<file path="src/source/mem_pkg.sv">
package mem_pkg;

    // cpu and memory bus widths
    localparam int ADDR_BITS  = 32;
    localparam int WORD_BITS  = 32;
    localparam int WORD_BYTES = WORD_BITS / 8;

    typedef logic [ADDR_BITS-1:0]  addr_t;
    typedef logic [WORD_BITS-1:0]  word_t;
    typedef logic [WORD_BYTES-1:0] byte_mask_t;   // one bit per byte lane

    // controller sequence
    typedef enum logic [2:0] {
        s_idle,
        s_compare,     // tag lookup on the registered request
        s_writeback,   // dirty victim out to memory
        s_refill,      // line read from memory
        s_fill_write   // refill line into the victim way
    } cache_state_t;

endpackage

</file>
<file path="src/source/cache_fsm.sv">
`timescale 1ns/1ps

module cache_fsm
    import mem_pkg::*;
(
    input  logic clk,
    input  logic rst,
    input  logic request,
    input  logic is_write,
    input  logic hit,
    input  logic victim_dirty,
    input  logic victim_valid,
    input  logic dfp_resp,
    output logic idle,
    output logic ufp_resp,
    output logic dfp_read,
    output logic dfp_write,
    output logic fill,
    output logic wen,
    output logic plru_touch
);

    cache_state_t state, state_next;

    always_ff @(posedge clk) begin
        if (rst) begin
            state <= s_idle;
        end else begin
            state <= state_next;
        end
    end

    always_comb begin
        state_next = state;
        ufp_resp   = 1'b0;
        dfp_read   = 1'b0;
        dfp_write  = 1'b0;
        fill       = 1'b0;
        wen        = 1'b0;
        plru_touch = 1'b0;
        case (state)
            s_idle: begin
                if (request) state_next = s_compare;
            end
            s_compare: begin
                if (hit) begin
                    ufp_resp   = 1'b1;
                    plru_touch = 1'b1;
                    wen        = is_write;   // store merge into the hit way
                    state_next = s_idle;
                end else if (victim_valid && victim_dirty) begin
                    dfp_write  = 1'b1;
                    state_next = s_writeback;
                end else begin
                    dfp_read   = 1'b1;
                    state_next = s_refill;
                end
            end
            s_writeback: begin
                dfp_write = 1'b1;
                if (dfp_resp) state_next = s_refill;
            end
            s_refill: begin
                dfp_read = 1'b1;
                if (dfp_resp) state_next = s_fill_write;
            end
            s_fill_write: begin
                fill       = 1'b1;
                wen        = 1'b1;
                state_next = s_compare;   // redo the lookup, now a hit
            end
            default: state_next = s_idle;
        endcase
    end

    assign idle = (state == s_idle);

endmodule

</file>
<file path="config.mk">
export PLATFORM = sky130hd
export DESIGN_NAME = cache_fsm
export DESIGN_NICKNAME = d
export VERILOG_FILES = /design/src/source/mem_pkg.sv /design/src/source/cache_fsm.sv
export SDC_FILE = /design/constraint.sdc
export NUM_CORES = 1
export LEC_CHECK = 0
export ABC_AREA = 1
export BUFFER_PORTS_ARGS = -buffer_cell sky130_fd_sc_hd__buf_2
export CORE_AREA = 2 2 39 41
export DETAILED_ROUTE_END_ITERATION = 16
export DIE_AREA = 0 0 41 43
export PLACE_DENSITY = 0.39
export SKIP_LAST_GASP = 1
export SLEW_MARGIN = 30
export SYNTH_ARGS = -nofsm -noshare
export SYNTH_HDL_FRONTEND = slang
export SYNTH_SLANG_ARGS = --single-unit
</file>
<file path="constraint.sdc">
create_clock -name clk -period 1 [get_ports clk]
set_input_delay 0.2 -clock clk [delete_from_list [all_inputs] [get_ports clk]]
set_output_delay 0.2 -clock clk [all_outputs]
set_load 0.005 [all_outputs]
</file>
==> impl_results.md <==
- CTS Root Cell: clkbuf_4
- Internal: roughly 0.4 mW
- Netlist cell types: 16
- Post-Synthesis Net Count: between 40 and 50
- Via density: between 4 and 5
- # H-tree levels: 1
- Mapped cell area: 238 sq um
- Crit. Startpoint: state[0]
- TNS Setup: -2430 ps
- Max FFs per register: 3
- CP required: 800 ps
- Ant. Diodes: 0
- Placed inst area: 339 sq um
- TritonCTS Buffers: 3
- Drt wl/cell: roughly 9.3 microns
- Clock share of power: 0.364
- Registers with the most flip-flops: state x3
- Dpl ws: -143 ps
- Vias in the first global route: between 200 and 300
- Clk sinks: 3
- Commonest non-fill, non-tap cells in the layout: buf_2 (14), nand2_1 (8), buf_4 (6)
- Fmax achieved: approximately 0.74 GHz
- RSZ-0062 raised after global routing: yes
- Sequential fraction of the synthesis area: 0.253
- Combinational power share: 0.384
- Die W: 41 microns
- FF+latch count, synth: 3
- Hold slack: ~180 ps
- Final hold vios: 0
- Largest net degree at the start of global routing: 9
- First-pass GRT wire length: ~1000 microns
- Setup ws final: -357 ps
- Initial antenna violation count: 0
- Final antenna-violating net count: 0
- Residual DRC: 0
- Slew margin rel.: 0.839
- Total gr overflow: 0
- Period minus WS final: ~1400 ps
- Iter 0 DRT Violations: 0
- Endpoints failing setup: 10
- Vias: 329
- Reg power frac: 0.252
- Core area: 0.00138 sq mm
- IO Pins: 15
- Switch Pwr: ~0.18 mW
- Post-Syn Area per Cell: 6.26 sq um
- Hold path startpoint: rst
- Max Cap Viol: 0
- Initial core utilization: 0.172
- Worst Skew: approximately 0.084 ps
- DRT Pass-1 Iters: 1
- Fin util: 0.321
- Synthesis-to-finish area growth: 86.8%
- Largest register by flop count: state
- Worst-path clk slew: 40 ps
- Failing checks: negative setup slack
- Type of origin of the critical path: register
- Clock Latency Late Sink: 230 ps
- Sw Share: 0.315
- I/O Buffers: 14
- Reg2reg start: state[0]
- Syn Inst Count: 38
- Placement Rows: 14
- Wirelength, routed: 726 microns
- Worst Path Class, Setup: register to output port
- GRT Overall Usage: 0.0914
- Crit share post-route: 1.36
- Die area: ~0.0018 sq mm
- Gpl congestion: around 0.66
- Die height: roughly 43 microns
- Power Dens Cells: between 1000 and 1500 mW/mm^2
- Max-slew violation count: 0
- Worst slew pin tran: between 200 and 250 ps
- Outcome: finished, violations left
- Synth warnings: 0
- Share of cells above drive strength 1: 0.629
- Worst-path maximum fanout: 3
- Leakage power: between 0.2 and 0.25 nW
- Tightest Hold Check Type: input port to register
- Arr. time, crit path: between 1000 and 1500 ps
- Final HPWL DP: 481 microns
- Commonest non-fill, non-tap cell in the layout: buf_2
- Peak VDD IR: roughly 0.42 mV
- Critical Path Sink Type: output port
- Max Buffers Root-to-Sink: 2
- CTS tree: done
- Layout Nets: slightly above 70
- Final Cell Area: 444 sq um
[area by class of cell]
type,count,area (sq um)
multi-input cells,28,178
fillers,171,940
repair buffers,21,126
clock buffers,4,26.3
inverters,6,25.0
well taps,16,20.0
flip-flops and latches,3,68.8
[per-layer routing]
metal	global-route usage	wire, microns	share of wire	vias to the layer above
li1	-	-	-	172
met1	0.0868	276	0.38	145
met2	0.153	382	0.53	10
met3	0.0314	60	0.083	2
met4	0.0600	8	0.011	0
met5	0	0	0	-
[synth_stat cells]
library cell  count  share of area
a21oi_1           3          0.063
buf_4             1          0.032
dfxtp_1           3           0.25
inv_1             4          0.063
inv_2             2          0.032
nand2_1           9           0.14
nand2_2           1          0.026
nand3_1           3          0.063
nand3_2           1          0.042
nand4_1           1          0.026
nor2_1            3          0.047
nor2_2            2          0.053
nor3_1            1          0.021
nor3_2            1          0.042
nor4_2            1          0.053
o21ai_1           2          0.042
[worst max-delay path, stage by stage, from the launching register on]
cell and delay (ps):
dfxtp_4 350, inv_4 40, nor4_4 280, nand2_1 80, o21ai_1 60, buf_2 120
[through the flow]
stage | instances | total power, mW
2_1_floorplan | 38 | 0.240
3_3_place_gp | 68 | 0.293
3_5_place_dp | 68 | 0.290
4_1_cts | 78 | 0.582
5_1_grt | 78 | 0.628
6_report | 78 | 0.577
[cell families after synthesis]
family                 after synthesis  synth area share
and+or+nand+nor                     23             0.516
AOI/OAI and AO/OA                    5             0.105
DFF                                  3             0.253
buffers and inverters                7             0.126
[final timing paths]
| kind | cells past startpoint | to | slack [ps] |
|---|---|---|---|
| max | 5 | wen | -360 |
| min | 2 | state[1] | 180 |
| max reg2reg | 7 | state[1] | -170 |
| min reg2reg | 2 | state[0] | 570 |
[power groups by stage]
stage / combinational [mW] / sequential (mW) / clock [mW]
after floorplan: 0.0928 / 0.148 / 0
after global placement: 0.142 / 0.151 / 0
after detailed placement: 0.140 / 0.150 / 0
after CTS: 0.214 / 0.145 / 0.223
after global routing: 0.243 / 0.148 / 0.237
final: 0.221 / 0.145 / 0.210
[repair_timing]
item,4_1_cts,5_1_grt
gates resized for setup,9,3
pin swaps,8,4
hold buffers,0,0
setup endpoints to repair,9,10
setup buffers,6,1
Note: power is estimated with default switching activity, not from simulation.
