File: src/source/cache_pkg.sv
package cache_pkg;

    // cache geometry
    localparam int WAYS        = 4;   // physical ways
    localparam int WAY_BITS    = 2;
    localparam int SET_BITS    = 4;
    localparam int SETS        = 16;
    localparam int OFFSET_BITS = 5;   // byte offset within a line
    localparam int TAG_BITS    = 23;
    localparam int LINE_BITS   = 256;
    localparam int LINE_BYTES  = LINE_BITS / 8;

    // associativity encodings seen on assoc_mode
    localparam logic [1:0] MODE_DIRECT = 2'd0;
    localparam logic [1:0] MODE_TWO    = 2'd1;
    localparam logic [1:0] MODE_FOUR   = 2'd2;   // 3 behaves the same

    // address fields
    typedef logic [TAG_BITS-1:0]    tag_t;
    typedef logic [SET_BITS-1:0]    set_idx_t;
    typedef logic [OFFSET_BITS-1:0] offset_t;

    // way selection
    typedef logic [WAY_BITS-1:0]    way_idx_t;
    typedef logic [WAYS-1:0]        way_mask_t;

    // line payload and its byte enables
    typedef logic [LINE_BITS-1:0]   line_t;
    typedef logic [LINE_BYTES-1:0]  line_be_t;

    typedef logic [1:0]             assoc_mode_t;

endpackage
File: src/source/line_array.sv
`timescale 1ns/1ps

module line_array
    import cache_pkg::*;
(
    input  logic     clk,
    input  logic     rst,
    input  set_idx_t set_idx,
    input  logic     wen,
    input  logic     set_valid,
    input  line_be_t be,
    input  line_t    wline,
    input  tag_t     wtag,
    input  logic     wdirty,
    output tag_t     rtag,
    output logic     rdirty,
    output logic     rvalid,
    output line_t    rline
);

    line_t            data_q  [SETS];
    tag_t             tag_q   [SETS];
    logic [SETS-1:0]  dirty_q;
    logic [SETS-1:0]  valid_q;

    // payload storage, byte granular
    always_ff @(posedge clk) begin
        if (wen) begin
            for (int b = 0; b < LINE_BYTES; b++) begin
                if (be[b]) begin
                    data_q[set_idx][b*8 +: 8] <= wline[b*8 +: 8];
                end
            end
            tag_q[set_idx]   <= wtag;
            dirty_q[set_idx] <= wdirty;
        end
    end

    always_ff @(posedge clk) begin
        if (rst) begin
            valid_q <= '0;
        end else if (wen && set_valid) begin
            valid_q[set_idx] <= 1'b1;
        end
    end

    // asynchronous read of the indexed entry
    assign rline  = data_q[set_idx];
    assign rtag   = tag_q[set_idx];
    assign rdirty = dirty_q[set_idx];
    assign rvalid = valid_q[set_idx];

endmodule

File: config.mk
export PLATFORM = sky130hd
export DESIGN_NAME = line_array
export DESIGN_NICKNAME = d
export VERILOG_FILES = /design/src/source/cache_pkg.sv /design/src/source/line_array.sv
export SDC_FILE = /design/constraint.sdc
export NUM_CORES = 2
export LEC_CHECK = 0
export BUFFER_PORTS_ARGS = -buffer_cell sky130_fd_sc_hd__buf_2
export CAP_MARGIN = 30
export CORE_MARGIN = 4
export CORE_UTILIZATION = 40
export CTS_CLUSTER_DIAMETER = 200
export DETAILED_ROUTE_END_ITERATION = 10
export SLEW_MARGIN = 10
export SYNTH_ARGS = -nofsm -noshare
export SYNTH_HDL_FRONTEND = slang
export SYNTH_MEMORY_MAX_BITS = 65536
export SYNTH_SLANG_ARGS = --single-unit
File: constraint.sdc
create_clock -name clk -period 4.6 [get_ports clk]
set_clock_uncertainty 0.2 [all_clocks]
set_input_delay 1.15 -clock clk [delete_from_list [all_inputs] [get_ports clk]]
set_output_delay 1.15 -clock clk [all_outputs]
set_load 0.005 [all_outputs]
==> results.md <==
* Status: finished clean
* Synth warn at 0
* Lkg Pwr at 63.4 nW
* CP arrival at 3.20 ns
* Mean area per synthesized cell at 22.8 um2
* CORE AREA at 0.427 mm2
* Switching power at 18.4 mW
* Placer Congestion at 0.796
* Post-synth EDFFs at 4480
* CP Launch Type: input port
* Net Sw Frac at 21.3%
* Fin nets at 8748
* Crit path capture type: output port
* Max Cap Violations at 0
* Pin count of the biggest net entering global routing at 78
* RR Startpoint: valid_q[3]
* Hold Startpoint: valid_q[15]
* Ys async rst share at 0%
* Final setup violation count at 0
* Delay of the slowest critical-path stage at 0.49 ns
* CTS Hold Buffers Added at 0
* Worst Path Class, Setup: input port to output port
* Setup WS pre-CTS at -0.173 ns
* Reg power frac at 52.9%
* Main flop type after synthesis: edfxtp_1
* Die Ht at 663 um
* Root Buffer: clkbuf_16
* Fin. Hold Viols at 0
* Port bufs at 600
* GRT Resource Usage Total at 19.2%
* Initial Util at 40.1%
* Fmax at 0.220 GHz
* CP Data Required Time at 3.25 ns
* HPWL Detailed at 273000 um
* Fin worst setup slack at 0.0502 ns
* Worst setup path start: set_idx[0]
* Post-CTS setup buffer count at 0
* Reg clk slew, reported paths at 0.06 ns
* Max FO, Critical Path at 17
* Post-synthesis cell type count at 24
* Pins Over Slew Limit at 0
* Final Non-Filler Cells at 14.6k
* Row count at 240
* Boundary Pins at 601
* DR pass1 iterations at 6
* DR WL/cell at 29.4 um
* CTS H-tree depth at 5
* First-pass GRT wire length at 617000 um
* CTS tree: yes
* Cell mode on critical path: buf_12
* Area grow syn2layout at 16.0%
* Cts bufs inserted at 451
* # DRC at 0
* Vias per inst at 5.56
* Vias in the first global route at 84.3k
* CP cell instances: buf_16, buf_12, buf_12, buf_12, mux4_2, a22oi_1, nand2_1, buf_2
* Latest clock arrival within the worst-skew pair at 0.94 ns
* Crit-path slowest cell: mux4_2
* Gate Count Post-Synth at 7502
* Combinational power share at 5.2%
* Period utilization at 98.9%
* Share of layout cells above drive strength 1 at 30.8%
* Actual slew at the worst max-slew pin at 0.661 ns
* Clock tree sinks at 4496
* WL final at 429000 um
* Die ar. at 0.439 mm2
* Chip width at 663 um
* Net Count, Synth at 7822
* Sequential share of the synthesized area at 78.7%
* Peak VDD IR at 0.416 mV
* Synthesized area at 0.171 mm2
* Vias at 81.0k
* Clock buffer depth at 4
* Crit path time final at 4.55 ns
* Rel. slew slack at 55.4%
* Min Hold Slack at 0.272 ns
* Pint at 68.0 mW
* Initial antenna violation count at 149
* First DRT Iteration DRCs at 8653
* Clock power frac at 41.9%
* RSZ-0062 raised after global routing: false
* Hold WC Path Type: flip-flop to flip-flop
* Post-route ant nets at 0
* GRT overflow at 0
* Pwr Density at 435 mW/mm2
* Placed Cells incl. Taps at 13.7k
* #FFs+latches synth at 4496
-- what timing repair did --
action / CTS / global route
gates cloned: 1 / 0
pin swaps: 0 / 0
setup endpoints to repair: 29 / 7
resized for setup: 3 / 5
-- cells in the mapped netlist (12+ instances only) --
master | instances | share of area (%)
a21oi_1 | 12 | 0.035
a22oi_1 | 562 | 2.5
and2_1 | 513 | 1.9
buf_1 | 97 | 0.21
buf_2 | 90 | 0.26
buf_6 | 67 | 0.44
clkbuf_1 | 199 | 0.44
dfxtp_1 | 16 | 0.19
edfxtp_1 | 4480 | 79
mux4_2 | 1124 | 15
nand2_1 | 282 | 0.62
nor2_1 | 30 | 0.066
-- per-stage QoR --
stage	area, um2	setup TNS (ns)	power, mW	utilization [%]
3_5_place_dp	184000	-1.08	51.2	43.0
6_report	199000	0	86.4	46.5
5_1_grt	199000	0	89.3	46.5
3_3_place_gp	184000	-0.994	51.1	43.0
2_1_floorplan	171000	0	48.8	-
4_1_cts	198000	0	87.2	46.5
-- final timing paths --
check | slack [ns] | endpoint | cells past startpoint
max reg2reg | 3.76 | valid_q[3] | 2
min | 0.27 | valid_q[15] | 2
min reg2reg | 0.27 | valid_q[15] | 2
max | 0.05 | rline[176] | 8
-- power by group through the flow --
stage	sequential, mW	combinational, mW	clock [mW]
finish	45.7	4.54	36.2
global route	45.7	4.85	38.8
CTS	45.7	4.64	36.9
detailed placement	46.6	4.62	0
global placement	46.5	4.54	0
floorplan	46.5	2.27	0
-- cell families (layout without fill, tap and decap cells) --
logic type | count (synthesis) | after routing | synth area share, %
AOI/OAI and AO/OA | 578 | 578 | 2.51
muxes | 1124 | 1124 | 14.8
and+or+nand+nor | 843 | 843 | 2.63
DFF | 4496 | 4496 | 78.7
other | 0 | 96 | 0
buffers and inverters | 461 | 1762 | 1.39
-- layout make-up --
cell class,instances,area [um2]
fill,34900,228000
sequential,4496,135000
multi-input combinational,2545,34300
clock buffer,539,11600
timing repair buffer,934,7550
tap,5687,7120
clock inverter,289,3050
antenna,96,240
-- critical path, delay by kind of cell --
family          cells  cell delay (ns)
buf+inv             5             0.98
mux                 1             0.49
compound gates      1             0.26
simple gates        1             0.15
-- flip-flops by register name (all words and copies together), names as in the netlist --
| signal | cells |
|---|---|
| data_q | 4096 |
| dirty_q | 16 |
| tag_q | 368 |
| valid_q | 16 |
-- per-layer routing --
metal  vias up  track usage [%]  routed length [um]
met3       722             3.13               29200
li1      33800                -                   -
met5         -                0                 201
met4        28             6.08               14100
met2      3202             32.5              218000
met1     43300             25.5              167000
-- layout by cell type (no fill, tap or decap), types with 2 or more instances in the layout --
master      count
a21oi_1        12
a22oi_1       561
a31oi_1         4
and2_1        512
and4b_1         2
buf_12        156
buf_16          2
buf_2         598
buf_4         173
buf_6           3
bufinv_16      45
clkbuf_1       88
clkbuf_16     451
clkinv_1      109
clkinv_16      15
clkinv_2       74
clkinv_4        7
clkinv_8        5
clkinvlp_4     19
dfxtp_1        16
diode_2        96
edfxtp_1     4480
inv_16          4
inv_6          10
mux4_2       1124
nand2_1       280
nand2_2         2
nand2b_1        2
nand3b_1        2
nor2_1         17
nor2_4         13
nor2b_1         2
nor2b_4         2
nor3_2          3
Note: power is estimated with default switching activity, not from simulation.
