**config.mk**
```make
export PLATFORM = sky130hd
export DESIGN_NAME = line_write_mux
export DESIGN_NICKNAME = d
export VERILOG_FILES = /design/src/source/mem_pkg.sv /design/src/source/cache_pkg.sv /design/src/source/line_write_mux.sv
export SDC_FILE = /design/constraint.sdc
export NUM_CORES = 1
export LEC_CHECK = 0
export BUFFER_PORTS_ARGS = -buffer_cell sky130_fd_sc_hd__buf_4
export CAP_MARGIN = 40
export CORE_AREA = 2 2 225 227
export DETAILED_ROUTE_END_ITERATION = 7
export DIE_AREA = 0 0 227 229
export GPL_TIMING_DRIVEN = 0
export PLACE_DENSITY_LB_ADDON = 0.2
export SLEW_MARGIN = 20
export SYNTH_ARGS = -nofsm -noshare
export SYNTH_HDL_FRONTEND = slang
export SYNTH_SLANG_ARGS = --single-unit
```
**constraint.sdc**
```tcl
create_clock -name vclk -period 1.07
set_clock_uncertainty 0.15 [all_clocks]
set_input_delay 0.0535 -clock vclk [all_inputs]
set_output_delay 0.0535 -clock vclk [all_outputs]
set_load 0.05 [all_outputs]
```
**src/source/mem_pkg.sv**
```systemverilog
package mem_pkg;

    // cpu and memory bus widths
    localparam int ADDR_BITS  = 32;
    localparam int WORD_BITS  = 32;
    localparam int WORD_BYTES = WORD_BITS / 8;

    typedef logic [ADDR_BITS-1:0]  addr_t;
    typedef logic [WORD_BITS-1:0]  word_t;
    typedef logic [WORD_BYTES-1:0] byte_mask_t;   // one bit per byte lane

    // controller sequence
    typedef enum logic [2:0] {
        s_idle,
        s_compare,     // tag lookup on the registered request
        s_writeback,   // dirty victim out to memory
        s_refill,      // line read from memory
        s_fill_write   // refill line into the victim way
    } cache_state_t;

endpackage

```
**src/source/cache_pkg.sv**
```systemverilog
package cache_pkg;

    // cache geometry
    localparam int WAYS        = 4;   // physical ways
    localparam int WAY_BITS    = 2;
    localparam int SET_BITS    = 4;
    localparam int SETS        = 16;
    localparam int OFFSET_BITS = 5;   // byte offset within a line
    localparam int TAG_BITS    = 23;
    localparam int LINE_BITS   = 256;
    localparam int LINE_BYTES  = LINE_BITS / 8;

    // associativity encodings seen on assoc_mode
    localparam logic [1:0] MODE_DIRECT = 2'd0;
    localparam logic [1:0] MODE_TWO    = 2'd1;
    localparam logic [1:0] MODE_FOUR   = 2'd2;   // 3 behaves the same

    // address fields
    typedef logic [TAG_BITS-1:0]    tag_t;
    typedef logic [SET_BITS-1:0]    set_idx_t;
    typedef logic [OFFSET_BITS-1:0] offset_t;

    // way selection
    typedef logic [WAY_BITS-1:0]    way_idx_t;
    typedef logic [WAYS-1:0]        way_mask_t;

    // line payload and its byte enables
    typedef logic [LINE_BITS-1:0]   line_t;
    typedef logic [LINE_BYTES-1:0]  line_be_t;

    typedef logic [1:0]             assoc_mode_t;

endpackage
```
**src/source/line_write_mux.sv**
```systemverilog
`timescale 1ns/1ps

module line_write_mux
    import cache_pkg::*;
    import mem_pkg::*;
(
    input  logic       fill,
    input  line_t      refill_line,
    input  word_t      wdata,
    input  byte_mask_t wmask,
    input  offset_t    offset,
    output line_t      wline,
    output line_be_t   be,
    output logic       wdirty
);

    localparam int WORDS_PER_LINE = LINE_BITS / WORD_BITS;

    logic [OFFSET_BITS-3:0] word_sel;

    assign word_sel = offset[OFFSET_BITS-1:2];

    always_comb begin
        if (fill) begin
            wline  = refill_line;   // whole line, clean
            be     = '1;
            wdirty = 1'b0;
        end else begin
            // store: word copied to every slot, enables pick the target bytes
            wline  = {WORDS_PER_LINE{wdata}};
            be     = line_be_t'(wmask) << (word_sel * WORD_BYTES);
            wdirty = 1'b1;
        end
    end

endmodule

```
==> results by stage <==
Placed design:
- The half-perimeter wire length after detailed placement is 26300 um.
- The placer's final routability congestion estimate is 0.855.
- Buffers placed on the I/O ports in this run total 583.
- After detailed placement, the total cell area comes to 0.00866 mm2.

Drt:
- The count of unresolved DRC violations after routing is 0.
- After detailed routing, the average wire length per cell comes to 19.5 um.
- The detailed router placed 6862 vias in this run.
- The first detailed-routing pass ran for 4 iterations.
- In the routed layout, each cell is associated on average with a via count of 3.54.
- Wires add up to 37700 um.
- The count of routing violations after the opening detailed-route iteration is 168.
- The count of nets left with antenna violations once routing finished came out at 0.

Timing:
- The count of final hold-check violations was 0.
- The tightest hold margin is 282 ps.
- Counting I/O delays and the setup requirement, the final critical path takes 1310 ps.
- The final-layout setup total negative slack is -37530 ps.
- For the pin with the worst max-slew slack, the measured transition is 406 ps.
- The total of endpoints with negative setup slack in the final report is 282.
- For this run, the top clock speed supported by timing is 761 MHz.
- The setup slack after layout is -244 ps.
- The relative slew slack is 0.729.
- Setup repair after global routing could not meet its margin everywhere.
- The share of the clock period used by the worst path is 1.23.
- The number of pins exceeding their max-slew limit in the final report was 0.

Setup path:
- The data arrival time of the worst path is 1110 ps.
- The cell class contributing the biggest share of worst-path delay is buffers and inverters.
- The highest-delay cell along the critical path is sky130_fd_sc_hd__buf_8.
- The number of buffer and inverter instances along the worst setup path is 6.
- The delay of the slowest critical-path stage is 170 ps.
- STA classifies the critical path endpoint as an output port.
- In this run the worst path has a maximum fanout of 10.
- Traced cell by cell, the critical path runs through buf_16 -> buf_16 -> buf_16 -> buf_12 -> buf_12 -> nand2_2 -> nand2_2 -> buf_8.
- The cell that appears most often on the critical path is sky130_fd_sc_hd__buf_16.
- The critical setup path kind is in2out.
- For the worst setup path, the data required time is 870 ps.
- The kind of start point of the critical path is a primary input.

Logic synthesis:
- The compound-cell area share of the yosys netlist came to 0.0801.
- Sorting the synthesized cells by area gives the leading types as sky130_fd_sc_hd__nand2_1 66%, sky130_fd_sc_hd__buf_6 9.3%, sky130_fd_sc_hd__nand2b_1 7.3%.
- The share of the synthesized area in the top cell type is 0.663.
- Of the total synthesized cell area, the portion taken by AND, OR, NAND and NOR gates is 0.751.
- The multiplexer share of the synthesized area is 0.
- The number of library cell types mapped by synthesis is 16.
- After synthesis, the largest family of logic cells by area is simple AND/OR/NAND/NOR gates.
- The xor and xnor area share after synthesis is 0.
- The average footprint of a synthesized cell is 4.40 um2.
- The post-synthesis adder-cell area fraction is 0.
- The sequential share of the synthesized area is 0.
- The number of nets produced by synthesis is 962.
- The Yosys step of the flow raised 0 warnings.
- The cell type with the highest aggregate area in the netlist is sky130_fd_sc_hd__nand2_1.
- The cell area that synthesis handed to floorplanning was 0.00292 mm2.
- Synthesis produced 664 cells.

Finish:
- The fill cell instance count of the final layout is 5198.
- For this run, the post-layout net count is 1565.
- The area growth from synthesis to layout is 382%.
- Summing all flip-flop and latch instances after layout gives 0 um2.
- The share of the core filled with cells is 0.283.
- In the finished design the tool counted flip-flops and latches totalling 0.
- The cell area after layout is 0.0141 mm2.
- 0 antenna diodes ended up in the layout.
- Clock buffers in the final layout number 0.
- Leaving out fill and tap cells, the most frequent cells in the layout are 304 x sky130_fd_sc_hd__buf_4, 247 x sky130_fd_sc_hd__nand2_4, 218 x sky130_fd_sc_hd__buf_8.
- Of the cells placed in the final design, the portion with a size suffix greater than 1 is 0.932.
- The most common library cell in the layout ignoring fill and taps is sky130_fd_sc_hd__buf_4.

Floorplanning:
- The floorplan step defined a die boundary enclosing 0.0520 mm2.
- The initial cell density of the core is 0.0588.
- The floorplan has 82 rows.
- The area inside the core boundary is 0.0497 mm2.
- The width of the chip is 227 um.
- The vertical extent of the die is 229 um.
- The number of ports placed on the die boundary is 587.

Flow run:
- The tool flagged a number of max-cap violations equal to 0.

Global route:
- The initial antenna violation count is 1.
- The total global routing overflow is 0.
- The first global-routing pass estimated 50300 um of wire.
- For this run, the total global-route usage over all layers was measured as 0.134.
- Entering global routing, the biggest net connects 11 pins.
- The via count of the first global-routing pass is 7235.

Power:
- The worst IR drop on VDD is 0.292 mV.
- Summed over all cells, the static leakage comes to 0.00745 uW.
- Dividing total power by cell area gives a power density of 704 mW/mm2.

Clock tree:
- The quantity of hold-fixing buffers added after cts is 0.

Outcome:
- The checks that failed: setup timing.
- The flow ran to the end, but the final reports show violations.

Worst hold path:
- In this run the worst hold path is classified as in2out.
## worst min-delay path, cell delays in order
cell and delay, ps:
sky130_fd_sc_hd__buf_4 90, sky130_fd_sc_hd__nand2_4 50, sky130_fd_sc_hd__nand2_4 50, sky130_fd_sc_hd__buf_8 130
## kinds of logic (layout without fill, tap and decap cells)
logic type,count (synthesis),count (layout)
simple gates,558,558
compound gates,32,32
buf+inv,74,675
## cell usage after synthesis, drive strengths merged
cell type  number
o31ai           3
o21ai           9
buf            54
nand2         516
a31o            7
clkbuf         17
a41o            3
nor2            2
inv             3
a21o           10
nor2b           6
nand2b         34
## report_power, final
part / total (uW) / switching [uW] / internal, uW
Clock: 0 / 0 / 0
Sequential: 0 / 0 / 0
Combinational: 9900 / 5740 / 4160
Total: 9900 / 5740 / 4160
## through the flow
stage | power (uW) | setup WS [ps] | std cells
CTS | 9450 | -287 | 1942
global placement | 7020 | -615 | 1919
finish | 9900 | -244 | 1937
floorplan | 4280 | -89.6 | 664
detailed placement | 6990 | -635 | 1919
global route | 10300 | -264 | 1937
## worst paths after layout
check / startpoint / endpoint / slack [ps] / cells after the start
worst min-delay path: refill_line[220] / wline[220] / 280 / 4
worst max-delay path: fill / wline[145] / -240 / 8
## cell type report
| cell class | instances | area (um2) | share of cell area |
|---|---|---|---|
| buffer | 33 | 594 | 0.0422 |
| timing repair buffer | 639 | 7360 | 0.523 |
| multi-input combinational | 590 | 5260 | 0.374 |
| inverter | 3 | 15.0 | 0.00107 |
| tap | 672 | 841 | 0.0598 |
## per-layer routing
metal	vias up	share of wire	track usage
met2	372	0.54	0.261
met5	-	0	0
met3	26	0.058	0.0144
met4	0	0.019	0.0204
met1	3257	0.39	0.157
li1	3207	-	-
## what timing repair did
item                       in CTS  in global routing
hold endpoints to repair        0                  0
cloned                         26                  2
pin swaps                      13                 13
resized for setup             952                312
setup endpoints to repair     289                289
setup buffers                  25                 21
No activity file was read; power rests on OpenSTA's default activity.
