==> config.mk <==
export PLATFORM = sky130hd
export DESIGN_NAME = hit_compare
export DESIGN_NICKNAME = d
export VERILOG_FILES = /design/src/source/mem_pkg.sv /design/src/source/cache_pkg.sv /design/src/source/hit_compare.sv
export SDC_FILE = /design/constraint.sdc
export NUM_CORES = 1
export LEC_CHECK = 0
export BUFFER_PORTS_ARGS = -buffer_cell sky130_fd_sc_hd__buf_2
export CORE_AREA = 2 2 457 459
export DETAILED_ROUTE_END_ITERATION = 7
export DIE_AREA = 0 0 459 461
export GPL_ROUTABILITY_DRIVEN = 0
export SLEW_MARGIN = 20
export SYNTH_ARGS = -nofsm -noshare
export SYNTH_HDL_FRONTEND = slang
export SYNTH_SLANG_ARGS = --single-unit
==> constraint.sdc <==
create_clock -name vclk -period 3.93
set_input_delay 0.786 -clock vclk [all_inputs]
set_output_delay 0.786 -clock vclk [all_outputs]
set_load 0.01 [all_outputs]
==> src/source/mem_pkg.sv <==
package mem_pkg;

    // cpu and memory bus widths
    localparam int ADDR_BITS  = 32;
    localparam int WORD_BITS  = 32;
    localparam int WORD_BYTES = WORD_BITS / 8;

    typedef logic [ADDR_BITS-1:0]  addr_t;
    typedef logic [WORD_BITS-1:0]  word_t;
    typedef logic [WORD_BYTES-1:0] byte_mask_t;   // one bit per byte lane

    // controller sequence
    typedef enum logic [2:0] {
        s_idle,
        s_compare,     // tag lookup on the registered request
        s_writeback,   // dirty victim out to memory
        s_refill,      // line read from memory
        s_fill_write   // refill line into the victim way
    } cache_state_t;

endpackage

==> src/source/cache_pkg.sv <==
package cache_pkg;

    // cache geometry
    localparam int WAYS        = 4;   // physical ways
    localparam int WAY_BITS    = 2;
    localparam int SET_BITS    = 4;
    localparam int SETS        = 16;
    localparam int OFFSET_BITS = 5;   // byte offset within a line
    localparam int TAG_BITS    = 23;
    localparam int LINE_BITS   = 256;
    localparam int LINE_BYTES  = LINE_BITS / 8;

    // associativity encodings seen on assoc_mode
    localparam logic [1:0] MODE_DIRECT = 2'd0;
    localparam logic [1:0] MODE_TWO    = 2'd1;
    localparam logic [1:0] MODE_FOUR   = 2'd2;   // 3 behaves the same

    // address fields
    typedef logic [TAG_BITS-1:0]    tag_t;
    typedef logic [SET_BITS-1:0]    set_idx_t;
    typedef logic [OFFSET_BITS-1:0] offset_t;

    // way selection
    typedef logic [WAY_BITS-1:0]    way_idx_t;
    typedef logic [WAYS-1:0]        way_mask_t;

    // line payload and its byte enables
    typedef logic [LINE_BITS-1:0]   line_t;
    typedef logic [LINE_BYTES-1:0]  line_be_t;

    typedef logic [1:0]             assoc_mode_t;

endpackage
==> src/source/hit_compare.sv <==
`timescale 1ns/1ps

module hit_compare
    import cache_pkg::*;
    import mem_pkg::*;
(
    input  assoc_mode_t          mode,
    input  tag_t                 tag,
    input  offset_t              offset,
    input  tag_t  [WAYS-1:0]     tags,
    input  way_mask_t            valids,
    input  line_t [WAYS-1:0]     lines,
    output way_mask_t            allowed,
    output logic                 hit,
    output way_idx_t             hit_way,
    output word_t                rdata
);

    way_mask_t match;

    // ways that may hold this tag under the current mode
    always_comb begin
        case (mode)
            MODE_DIRECT: allowed = way_mask_t'(1) << tag[1:0];
            MODE_TWO:    allowed = tag[0] ? 4'b1100 : 4'b0011;
            default:     allowed = '1;
        endcase
    end

    always_comb begin
        for (int i = 0; i < WAYS; i++) begin
            match[i] = allowed[i] && valids[i] && (tags[i] == tag);
        end
    end

    assign hit = |match;

    // lowest matching way wins, only one can match in practice
    always_comb begin
        hit_way = '0;
        for (int i = WAYS - 1; i >= 0; i--) begin
            if (match[i]) begin
                hit_way = way_idx_t'(i);
            end
        end
    end

    // word select from the hitting line
    assign rdata = lines[hit_way][offset[OFFSET_BITS-1:2]*WORD_BITS +: WORD_BITS];

endmodule

==> impl_metrics.env <==
export IMPL_rows=167
export IMPL_die_w_um=459
export IMPL_grt_pass1_wl_um=265000
export IMPL_globalRouteOverflowTotal=0
export IMPL_maxSlewHeadroom_pct=40.9
export IMPL_crit_path_top_delay_cell="or4_4"
export IMPL_synth_top_family_by_area="compound AO/OA/AOI/OAI gates"
export IMPL_crit_required_ps=3140
export IMPL_synth_yosys_seq_area_share_pct=0
export IMPL_p_per_area_mw_per_mm2=84.9
export IMPL_finalCritPeriodShare_pct=127
export IMPL_cp_max_fo=16
export IMPL_die_h_um=461
export IMPL_syn_avg_cell_area_um2=7.98
export IMPL_yosys_warnings=0
export IMPL_path_common_cell="buf_6"
export IMPL_dp_hpwl_um=210000
export IMPL_utilization_pct=12.5
export IMPL_yosys_cell_count_top_type="mux2i_1"
export IMPL_track_usage_pct=20.4
export IMPL_comb_power_share_pct=100.0
export IMPL_criticalPathCategory="in2out"
export IMPL_portBuffers=1187
export IMPL_synth_commonest_cells="mux2i_1 (192), nand2_1 (136), o22ai_1 (128)"
export IMPL_clkbuf_count=0
export IMPL_holdPathStages=5
export IMPL_ant_nets=0
export IMPL_worstMarginPinSlew_ps=887
export IMPL_violations="negative setup slack"
export IMPL_p_switching_mw=1.13
export IMPL_power_frac_clock_pct=0
export IMPL_syn_to_final_growth_pct=161
export IMPL_synthesis_area_mm2=0.00991
export IMPL_cp_cell_sequence="buf_12, xnor2_4, buf_6, nand4_1, or4_4, or2_4, buf_16, bufbuf_16, o22ai_4, buf_6, a21o_1, a31oi_1, nor4_2, buf_4, nand3_2, buf_2"
export IMPL_finalPower_mw=2.20
export IMPL_nets=3897
export IMPL_layout_cells_non_filler=5570
export IMPL_maxCapViolations=0
export IMPL_synth_compound_gate_area_share_pct=35.9
export IMPL_wl_met1_um=84000
export IMPL_grt_max_degree=55
export IMPL_internal_power_mw=1.07
export IMPL_critPathCaptureType="output pin"
export IMPL_cp_arrival_ps=4220
export IMPL_viasPerCell=3.79
export IMPL_finalCriticalPeriod_ps=5010
export IMPL_synth_top_area_cell="mux2i_1"
export IMPL_worst_slack_ps=-1080
export IMPL_rsz0062_at_grt="yes"
export IMPL_timing_hold_violations_final=0
export IMPL_power_frac_seq_pct=0
export IMPL_synth_xor_xnor_area_share_pct=8.13
export IMPL_drc=0
export IMPL_grt_pass1_vias=19327
export IMPL_synth_mux_area_share_pct=33.9
export IMPL_whs_endpoint="rdata[5]"
export IMPL_fillers=23896
export IMPL_top_layer="met5"
export IMPL_numSequentialCells=0
export IMPL_switching_share_pct=51.4
export IMPL_wl_um=233000
export IMPL_cpPeakStageDelay_ps=590
export IMPL_place_area_mm2=0.0218
export IMPL_holdCritStartpoint="lines[965]"
export IMPL_slew_violations=0
export IMPL_startpoint_type="input port"
export IMPL_first_pass_iters=8
export IMPL_min_path_type="in2out"
export IMPL_synth_fa_ha_area_share_pct=0
export IMPL_drt_iter0_drc=2225
export IMPL_num_io_pins=1189
export IMPL_leakagePower_nw=12.0
export IMPL_fmax_mhz=200
export IMPL_multi_input_area_mm2=0.0114
export IMPL_met3_length_um=34900
export IMPL_synth_simple_area_share_pct=14.5
export IMPL_synthTopCellsByArea="mux2i_1 (19%), mux4_2 (15%), o22ai_1 (8.1%), a221oi_1 (7.7%), a221oi_2 (6.2%)"
export IMPL_wl_per_cell_um=41.8
export IMPL_vias=21110
export IMPL_syn_nets=2392
export IMPL_placed_cells=5377
export IMPL_finish_instance_area_mm2=0.0259
export IMPL_seq_area_um2=0
export IMPL_met2WireLength_um=102000
export IMPL_die_area_mm2=0.212
export IMPL_antenna_found_initial=428
export IMPL_setup_viol=32
export IMPL_drive_above_1_share_pct=73.7
export IMPL_initial_core_util_pct=4.80
export IMPL_ir_drop_mv=0.0662
export IMPL_synth_top_cell_area_share_pct=19.4
export IMPL_coreArea_mm2=0.206
export IMPL_yosysUniqueCellTypes=43
export IMPL_synth_cells=1242
export IMPL_tns_ps=-29930
export IMPL_status="complete, but fails checks"
==> per-layer routing <==
metal | GRT usage, % | up-vias
li1 | - | 8359
met1 | 22.5 | 9588
met2 | 32.8 | 2045
met3 | 12.5 | 858
met4 | 5.24 | 260
met5 | 0 | -
==> worst max-delay path: cells and delay by family <==
kind / cells / cell delay [ps]
AND/OR/NAND/NOR: 5 / 1480
buffers and inverters: 7 / 1290
AO/OA/AOI/OAI: 3 / 390
XOR/XNOR: 1 / 180
==> area by class of cell <==
type / instances / share of cell area [%]
antenna: 121 / 1.17
multi-input combinational: 1094 / 44.0
timing repair buffer: 1645 / 41.7
inverter: 6 / 0.0871
tap: 2704 / 13.1
==> power by group through the flow <==
| stage | Clock, mW | Sequential [mW] | Combinational (mW) |
|---|---|---|---|
| floorplan | 0 | 0 | 0.535 |
| detailed placement | 0 | 0 | 1.89 |
| global placement | 0 | 0 | 1.89 |
| global route | 0.00000200 | 0 | 2.30 |
| CTS | 0 | 0 | 2.06 |
| finish | 0.00000399 | 0 | 2.20 |
==> how the worst max path moves through the flow <==
stage | startpoint | slack, ps | to | cells after the start
floorplan | tag[1] | 20 | rdata[13] | 12
global placement | tag[21] | -2010 | rdata[14] | 12
detailed placement | tag[21] | -2090 | rdata[12] | 12
CTS | tag[8] | -1040 | rdata[2] | 16
global route | tag[0] | -1110 | rdata[7] | 16
finish | tag[0] | -1080 | rdata[7] | 16
==> placed cells by master (no fill, tap or decap), types with 11 or more instances in the layout <==
master,n
a21o_1,65
a221oi_1,61
a221oi_2,53
a221oi_4,14
a22oi_1,15
a22oi_2,17
a31oi_1,54
buf_12,46
buf_2,1153
buf_4,325
buf_6,89
buf_8,17
diode_2,121
mux2i_1,147
mux2i_2,22
mux2i_4,23
mux4_2,64
nand2_1,129
nand3_1,17
nand3_4,11
nand4_1,17
nor4_1,22
nor4_2,27
o21ai_0,14
o22ai_1,84
o22ai_2,29
o22ai_4,15
xnor2_1,12
xnor2_2,18
xor2_1,51
==> metrics by stage <==
stage	hold slack, ps	setup WS, ps
detailed placement	2130	-2090
global placement	2120	-2010
floorplan	1700	22.2
global route	2160	-1110
CTS	2130	-1040
finish	2130	-1080
==> cells by family after synthesis <==
family,after synthesis
compound gates,459
xor+xnor,92
buf+inv,148
mux,256
simple gates,287
==> what timing repair did <==
action / CTS / global route
buffers inserted: 45 / 29
gates resized for setup: 293 / 253
setup endpoints to repair: 34 / 33
pin swaps: 50 / 65
hold buffers: 0 / 0
gates cloned: 3 / 8
No activity file was read; power rests on OpenSTA's default activity.
