<file path="config.mk">
export PLATFORM = sky130hd
export DESIGN_NAME = plru_tree
export DESIGN_NICKNAME = d
export VERILOG_FILES = /design/src/source/cache_pkg.sv /design/src/source/plru_tree.sv
export SDC_FILE = /design/constraint.sdc
export NUM_CORES = 1
export LEC_CHECK = 0
export ABC_CLOCK_PERIOD_IN_PS = 1800
export CAP_MARGIN = 20
export CORE_ASPECT_RATIO = 0.8
export CORE_MARGIN = 5
export CORE_UTILIZATION = 30
export CTS_BUF_LIST = sky130_fd_sc_hd__clkbuf_16
export CTS_CLUSTER_SIZE = 12
export DETAILED_ROUTE_END_ITERATION = 6
export DONT_BUFFER_PORTS = 1
export PLACE_DENSITY = 0.47
export SYNTH_ARGS = -nofsm -noshare
export SYNTH_HDL_FRONTEND = slang
export SYNTH_SLANG_ARGS = --single-unit
</file>
<file path="constraint.sdc">
create_clock -name clk -period 1.8 [get_ports clk]
set_clock_uncertainty 0.2 [all_clocks]
set_input_delay 0 -clock clk [delete_from_list [all_inputs] [get_ports clk]]
set_output_delay 0 -clock clk [all_outputs]
set_load 0.01 [all_outputs]
</file>
<file path="src/source/cache_pkg.sv">
package cache_pkg;

    // cache geometry
    localparam int WAYS        = 4;   // physical ways
    localparam int WAY_BITS    = 2;
    localparam int SET_BITS    = 4;
    localparam int SETS        = 16;
    localparam int OFFSET_BITS = 5;   // byte offset within a line
    localparam int TAG_BITS    = 23;
    localparam int LINE_BITS   = 256;
    localparam int LINE_BYTES  = LINE_BITS / 8;

    // associativity encodings seen on assoc_mode
    localparam logic [1:0] MODE_DIRECT = 2'd0;
    localparam logic [1:0] MODE_TWO    = 2'd1;
    localparam logic [1:0] MODE_FOUR   = 2'd2;   // 3 behaves the same

    // address fields
    typedef logic [TAG_BITS-1:0]    tag_t;
    typedef logic [SET_BITS-1:0]    set_idx_t;
    typedef logic [OFFSET_BITS-1:0] offset_t;

    // way selection
    typedef logic [WAY_BITS-1:0]    way_idx_t;
    typedef logic [WAYS-1:0]        way_mask_t;

    // line payload and its byte enables
    typedef logic [LINE_BITS-1:0]   line_t;
    typedef logic [LINE_BYTES-1:0]  line_be_t;

    typedef logic [1:0]             assoc_mode_t;

endpackage
</file>
<file path="src/source/plru_tree.sv">
`timescale 1ns/1ps

module plru_tree
    import cache_pkg::*;
(
    input  logic        clk,
    input  logic        rst,
    input  set_idx_t    set_idx,
    input  assoc_mode_t mode,
    input  logic [1:0]  tag_low,
    input  way_mask_t   allowed,
    input  way_mask_t   valids,
    input  logic        touch,
    input  way_idx_t    touch_way,
    output way_idx_t    victim_way
);

    // bit 0 picks the pair, bit 1 within ways 0/1, bit 2 within ways 2/3
    logic [2:0] tree_q [SETS];
    logic [2:0] bits;
    way_mask_t  empty;

    always_ff @(posedge clk) begin
        if (rst) begin
            for (int s = 0; s < SETS; s++) begin
                tree_q[s] <= '0;
            end
        end else if (touch) begin
            tree_q[set_idx][0] <= ~touch_way[1];   // point at the other pair
            if (touch_way[1]) begin
                tree_q[set_idx][2] <= ~touch_way[0];
            end else begin
                tree_q[set_idx][1] <= ~touch_way[0];
            end
        end
    end

    assign bits  = tree_q[set_idx];
    assign empty = allowed & ~valids;

    always_comb begin
        victim_way = '0;
        if (|empty) begin
            // fill free ways first, lowest number first
            for (int i = WAYS - 1; i >= 0; i--) begin
                if (empty[i]) begin
                    victim_way = way_idx_t'(i);
                end
            end
        end else begin
            case (mode)
                MODE_DIRECT: victim_way = tag_low;
                MODE_TWO: begin
                    // pair fixed by tag bit 0
                    victim_way = tag_low[0] ? {1'b1, bits[2]} : {1'b0, bits[1]};
                end
                default: begin
                    victim_way = bits[0] ? {1'b1, bits[2]} : {1'b0, bits[1]};
                end
            endcase
        end
    end

endmodule

</file>
==> reports/results.txt, run 1 <==
The final route contains 1912 vias. The number of cell rows is 31. The commonest register cell after synthesis is sky130_fd_sc_hd__edfxtp_1. The final critical-path share of the clock period is 116%.

The run gives 2 as the number of setup violations in the final report. The total overflow reported by the global router was 0. The register with the most flip-flops in the layout has 48 of them.

Compared with the post-synthesis result, the final layout area differs by 18.5%. The clock input transition at the sequential cells of the worst setup and hold paths works out to 0.07 ns. The detailed-route DRC error count was 0. Count of non-filler cells in the finished layout: 367. The tightest min-delay check is of the input pin to flip-flop type.

The critical path goes through mux4_2 -> mux4_2 -> nand3_2 -> a31oi_4. The number of global-route vias before repair was 1856. The synthesized netlist contains 37 unique library cells. The number of input and output port buffers inserted is 0, and the average footprint of a synthesized cell is 11.2 sq um. The largest fanout on the critical path came out at 1. Synthesis produced a netlist whose cell count is 242. After synthesis, the cell types taking the most area are sky130_fd_sc_hd__edfxtp_1 (53%), sky130_fd_sc_hd__mux4_2 (6.7%), sky130_fd_sc_hd__nor2_1 (4.9%). For this run, the slowest stage of the critical path takes 0.53 ns. In the routed layout, each cell is associated on average with a via count of 5.21. The net count of the finished layout is 273. The run finished, with violations left.

The first-pass iteration count of the detailed router came out at 4. The fraction of post-synthesis cell area in the top cell type by area works out to 53.2%. The register bank with the most flops was tree_q.

The shortest period the worst path allows came out at 2.08 ns. The hold violation count in the final report is 0. The cell area that synthesis handed to floorplanning was 2710 sq um. In this run the static leakage power is 1.14 nW. For this block, the routed nets add up to 6550 microns of wire. Sequential elements use 53.2% of the synthesized area. The number of buffers inserted by post-CTS setup repair was 0; the wire length of the first global-routing pass was 10200 microns.

Derived from the worst setup path, the maximum achievable clock frequency is 481 MHz. Routed length per placed instance: 17.8 microns. The type of the setup path with the least slack was flip-flop to primary output.

The checks that failed: setup timing. The run gives 0 as the number of antenna violations at the first check in global routing. The data required time at the worst endpoint was 1.60 ns. Counting along the longest clock path gives a buffer depth of 2.

The detail route stage leaves a number of antenna-violating nets equal to 0. Cells with a size suffix above 1 make up 29.0% of the layout. The run gives -0.280 ns as the post-layout worst setup margin. The congestion estimate from routability-driven global placement came to 0.735. Kind of launch point of the worst setup path: a flip-flop. Setup repair after global routing could not meet its margin everywhere. STA classifies the critical path endpoint as a primary output.

Buffers inserted during clock tree synthesis total 5. Across the VDD grid, the largest voltage drop is 0.000337 V. The library cells used most frequently in the layout, excluding fill and tap cells, are sky130_fd_sc_hd__edfxtp_1 (48), sky130_fd_sc_hd__nor2_1 (34), sky130_fd_sc_hd__nand2b_1 (19).

For this block, the initial DRC count from the detailed router was 116. The cell seen most often among critical-path stages is sky130_fd_sc_hd__mux4_2. The cell sitting at the root of the clock tree is a sky130_fd_sc_hd__clkbuf_16.

In the global route stage, overall resource usage came out at 12.2%. Pin placement for this block handled 23 I/O pins. Of all flip-flops after synthesis, the portion carrying an async set or reset was 0%.

The largest registers in the layout are tree_q: 48 flops. The number of buffers and inverters on the critical path is 0. The effective utilization at floorplan was 30.4%; the width of the chip was 116 microns. The power per cell area was 781 nW/um^2. Cell at the slowest stage of the critical path: sky130_fd_sc_hd__mux4_2. Worst-case headroom to the max-slew limit: 44.7%.

From bottom edge to top edge, the die measures 95.0 microns. Broken down by cell family, the worst path's largest delay share belongs to multiplexers. The die covers 11000 sq um. The total count of max-transition violations in the final report is 0, and the count of flip-flops with a built-in enable after synthesis is 48.

The H-tree was split into 2 levels. Including well taps, the total number of placed cells is 348. At the worst endpoint, the arrival time is 1.88 ns. The tools report the max-cap check violation count as 0.

The critical path crosses 4 cells after its start point. The repair_antennas step left the layout with diodes totalling 0. Counting flops and latches in the post-synthesis netlist gives 48.

The commonest non-fill, non-tap cell in the layout was sky130_fd_sc_hd__edfxtp_1. The core region is 8920 sq um. The placed wire-length estimate after detailed placement is 4120 microns, and the total of warnings raised by yosys is 0. The tree built by TritonCTS fans out to 48 sinks. The run gives 263 as the number of nets produced by synthesis. Counting instances, the worst hold path has a depth of 4. The design draws 2.51 mW. After filler insertion, the fill cell instance count of the layout stands at 889.

The largest net degree at the start of global routing was 50. TritonCTS built the clock tree. Slew of the pin with the lowest slew margin: 0.829 ns. The biggest area contributor in the post-synthesis netlist is sky130_fd_sc_hd__edfxtp_1.
-- worst paths after layout --
path                      start       endpoint
setup / recovery  tree_q[11][1]  victim_way[0]
hold / removal       set_idx[2]   tree_q[3][0]
-- layout make-up --
cell class / count / area [sq um] / share of cell area [%]
Clock buffer: 5 / 125 / 3.90
Multi-Input combinational cell: 167 / 1220 / 38.1
Timing Repair Buffer: 27 / 258 / 8.03
Sequential cell: 48 / 1440 / 44.9
Tap cell: 115 / 144 / 4.48
Inverter: 3 / 11.3 / 0.351
Clock inverter: 2 / 8.76 / 0.273
-- where the power goes --
part | leakage, nW | switching (mW) | internal, mW
Clock | 0.0709 | 0.386 | 0.500
Sequential | 0.457 | 0.0185 | 1.29
Combinational | 0.607 | 0.157 | 0.156
-- metal layers --
metal,part of all wire (%),track usage [%]
met4,0.55,2.32
met5,0,0
met1,50,18.4
met3,5.7,2.56
met2,44,18.2
-- synthesized netlist by cell type, drive strengths merged, types with 2 or more instances --
cell and count:
edfxtp 48, nor2 35, nand2b 19, nor3 17, clkbuf 16, or2 16
nand2 15, a31o 12, mux4 9, buf 8, nand3 8, nor2b 7
mux2i 6, a41o 4, inv 3, a221oi 2, a22oi 2
-- stage by stage --
step / util [%] / hold slack [ns] / setup TNS (ns) / worst slack (ns) / cell area [sq um]
floorplan: - / -0.104 / 0 / 0.111 / 2710
global placement: 32.0 / -0.0319 / -0.0260 / -0.0159 / 2860
detailed placement: 32.0 / -0.0318 / -0.114 / -0.0667 / 2860
CTS: 35.5 / 0.00395 / -0.704 / -0.280 / 3170
global route: 36.0 / 0.0277 / -0.620 / -0.312 / 3210
finish: 36.0 / 0.0138 / -0.514 / -0.280 / 3210
-- logic make-up after synthesis --
| kind of cell | synth area share, % |
|---|---|
| DFF | 53.2 |
| and+or+nand+nor | 22.7 |
| muxes | 10.3 |
| AOI/OAI and AO/OA | 9.43 |
| buffers and inverters | 4.39 |
-- timing repair --
item,4_1_cts,5_1_grt
endpoints found under the setup margin,2,20
hold endpoints to repair,95,0
pin swaps,4,5
cloned,0,0
hold buffers,12,0
resized for setup,10,7
Power figures use the tool's default switching activity.
==> run 2, diff against run 1 <==
Settings changed: CELL_PAD_IN_SITES_DETAIL_PLACEMENT set to 1, CELL_PAD_IN_SITES_GLOBAL_PLACEMENT set to 1, PLACE_DENSITY 0.47 to 0.55, REMOVE_ABC_BUFFERS set to 1.
==> reports/results.txt, run 2 (same netlist as run 1, synthesis figures left out) <==
The run finished, with violations left. Violations in the final reports: setup timing (unchanged). Shortest period the worst path allows: 2.17 ns (was 2.08 ns). The first-pass iteration count of the detailed router was 4 (unchanged); the antenna cell count was 0 (unchanged). The total track usage is 13.3% (was 12.2%). The worst slack after detailed placement was -0.109 ns (was -0.0667 ns); the detailed-route DRC error count was 0 (unchanged).

The flip-flop count of the largest register, all copies and words added works out to 48 (unchanged). For the worst-case headroom to the max-slew limit, the log shows 46.2% (was 44.7%). The run gives 0 (unchanged) as the total overflow reported by the global router. The number of input and output port buffers inserted is 0 (unchanged). The tools report the worst hold path endpoint as tree_q[4][0] (was tree_q[3][0]).

The worst min-delay path class was input pin to flip-flop (unchanged). The peak ir drop on the vdd network came out at 0.000334 V (was 0.000337 V). The area added between synthesis and finish was 17.0% (was 18.5%); the effective utilization at floorplan was 30.4% (unchanged). The number of global-route vias before repair is 1952 (was 1856), and the final non-filler cell area is 3170 sq um (was 3210 sq um). The largest net degree at the start of global routing is 50 (unchanged). The tools report the clock root buffer master as sky130_fd_sc_hd__clkbuf_16 (unchanged). The run gives 106 (was 116) as the DRC marker count from the first detailed-route iteration. The register bank with the most flops was tree_q (unchanged). The run gives 2850 sq um (was 2860 sq um) as the post-placement cell area. The count of non-filler cells in the finished layout was 365 (was 367); the cell count after placement was 347 (was 348). The area of the die came out at 11000 sq um (unchanged). Area of the placeable core: 8920 sq um (unchanged). Leading cell types in the layout, fill and taps excluded: sky130_fd_sc_hd__edfxtp_1 (48), sky130_fd_sc_hd__nor2_1 (34), sky130_fd_sc_hd__nand2b_1 (19) (unchanged). The power per cell area was 793 nW/um^2 (was 781 nW/um^2).

The tools report the number of setup violations in the final report as 2 (unchanged). Total vias in the final route: 1918 (was 1912). For the max-cap check violation count, the log shows 0 (unchanged). Setup repair after global routing could not meet its margin everywhere. The total wirelength of the detailed-routed design came out at 7270 microns (was 6550 microns). The run gives 0 (unchanged) as the hold violation count in the final report. TritonCTS built the clock tree. The commonest non-fill, non-tap cell in the layout is sky130_fd_sc_hd__edfxtp_1 (unchanged). The clock sink count was 48 (unchanged); the data required time at the worst endpoint was 1.60 ns (about the same). The run gives 31 (unchanged) as the number of cell rows. The tools report the number of nets still failing antenna checks after routing as 0 (unchanged).

The overall power after layout was 2.51 mW (about the same). The ratio of cells with drive above 1 in the final layout works out to 27.6% (was 29.0%). Hold path startpoint: set_idx[0] (was set_idx[2]). The ratio of routed vias to standard cells works out to 5.25 (was 5.21). The slew of the pin with the lowest slew margin is 0.804 ns (was 0.829 ns), and the post-layout worst setup margin is -0.366 ns (was -0.280 ns). The tools report the total count of max-transition violations in the final report as 0 (unchanged). Number of buffers inserted by post-CTS setup repair: 0 (unchanged). The width of the chip was 116 microns (unchanged). The highest clock frequency the design can meet is 462 MHz (was 481 MHz). The wire length of the first global-routing pass came out at 11000 microns (was 10200 microns). The kind of launch point of the worst setup path was a flip-flop (unchanged).

The placed wire-length estimate after detailed placement is 4530 microns (was 4120 microns), and the critical path arrival is 1.97 ns (was 1.88 ns). Number of antenna violations at the first check in global routing: 0 (unchanged). The type of the setup path with the least slack is flip-flop to primary output (unchanged). The run gives 23 (unchanged) as the I/O pin count.

The final critical-path share of the clock period is 120% (was 116%), and the placer congestion estimate is 0.723 (was 0.735). Element type at the critical path end: a primary output (unchanged). The buffer depth of the longest clock path is 2 (unchanged).

For the H-tree depth reported by CTS, the log shows 2 (unchanged). Overall die height: 95.0 microns (unchanged). Worst hold path stage count: 4 (unchanged). For the total clock buffers created by CTS, the log shows 5 (unchanged).

The routed length per placed instance is 19.9 microns (was 17.8 microns), and the largest fanout on the critical path is 1 (unchanged). The clock input transition at the sequential cells of the worst setup and hold paths was 0.07 ns (about the same); the leakage dissipation was 1.12 nW (was 1.14 nW). Registers with the highest flip-flop counts: tree_q: 48 flops (unchanged). The run gives 271 (was 273) as the number of nets in the final layout.
==> run 2: routing by layer <==
metal / routed length, microns / share of wire, % / track usage (%) / vias up
li1: - / - / - / 898
met1: 3710 / 51 / 19.5 / 983
met2: 3170 / 44 / 19.7 / 32
met3: 316 / 4.3 / 2.69 / 5
met4: 71 / 0.98 / 4.06 / 0
met5: 0 / 0 / 0 / -
==> run 2: power breakdown <==
part           total (mW)  switching, mW  internal (mW)
logic               0.312          0.156          0.156
registers            1.31         0.0180           1.29
clock network       0.893          0.395          0.498
total                2.51          0.569           1.94
==> run 2: worst max-delay path by stage <==
stage / startpoint / to / slack [ns] / depth (start not counted)
global placement: tree_q[4][1] / victim_way[0] / -0.07 / 5
finish: tree_q[13][1] / victim_way[0] / -0.37 / 5
CTS: tree_q[13][1] / victim_way[0] / -0.40 / 5
floorplan: tree_q[0][0] / victim_way[0] / 0.11 / 6
detailed placement: tree_q[0][0] / victim_way[0] / -0.11 / 7
global route: tree_q[13][1] / victim_way[0] / -0.45 / 5
==> run 2: repair_timing <==
item                                    CTS  global route
pin swaps                                 3             0
hold endpoints to repair                 97             0
hold buffers                             10             0
gates cloned                              0             1
gates resized for setup                   6             6
endpoints found under the setup margin    2             8
==> run 2: area by class of cell <==
cell class	instances	area (sq um)
flip-flops and latches	48	1440
clock buffers	5	125
well taps	115	144
inverters	3	11.3
clock inverters	2	7.51
multi-input cells	167	1180
fillers	985	5750
repair buffers	25	255
==> run 2: worst max-delay path, stage by stage, from the launching register on <==
cell and delay, ns:
sky130_fd_sc_hd__edfxtp_1 0.41, sky130_fd_sc_hd__mux4_2 0.48, sky130_fd_sc_hd__mux4_2 0.49, sky130_fd_sc_hd__nand3_2 0.07, sky130_fd_sc_hd__a31oi_1 0.07, sky130_fd_sc_hd__buf_4 0.15
==> run 2: through the flow <==
step	hold WS (ns)	utilization, %	setup TNS, ns
after floorplan	-0.104	-	0
after CTS	0.00859	35.0	-0.806
after detailed placement	-0.00154	31.9	-0.167
after global placement	-0.00239	31.9	-0.0781
final	0.0166	35.5	-0.627
after global routing	0.0302	35.5	-0.797
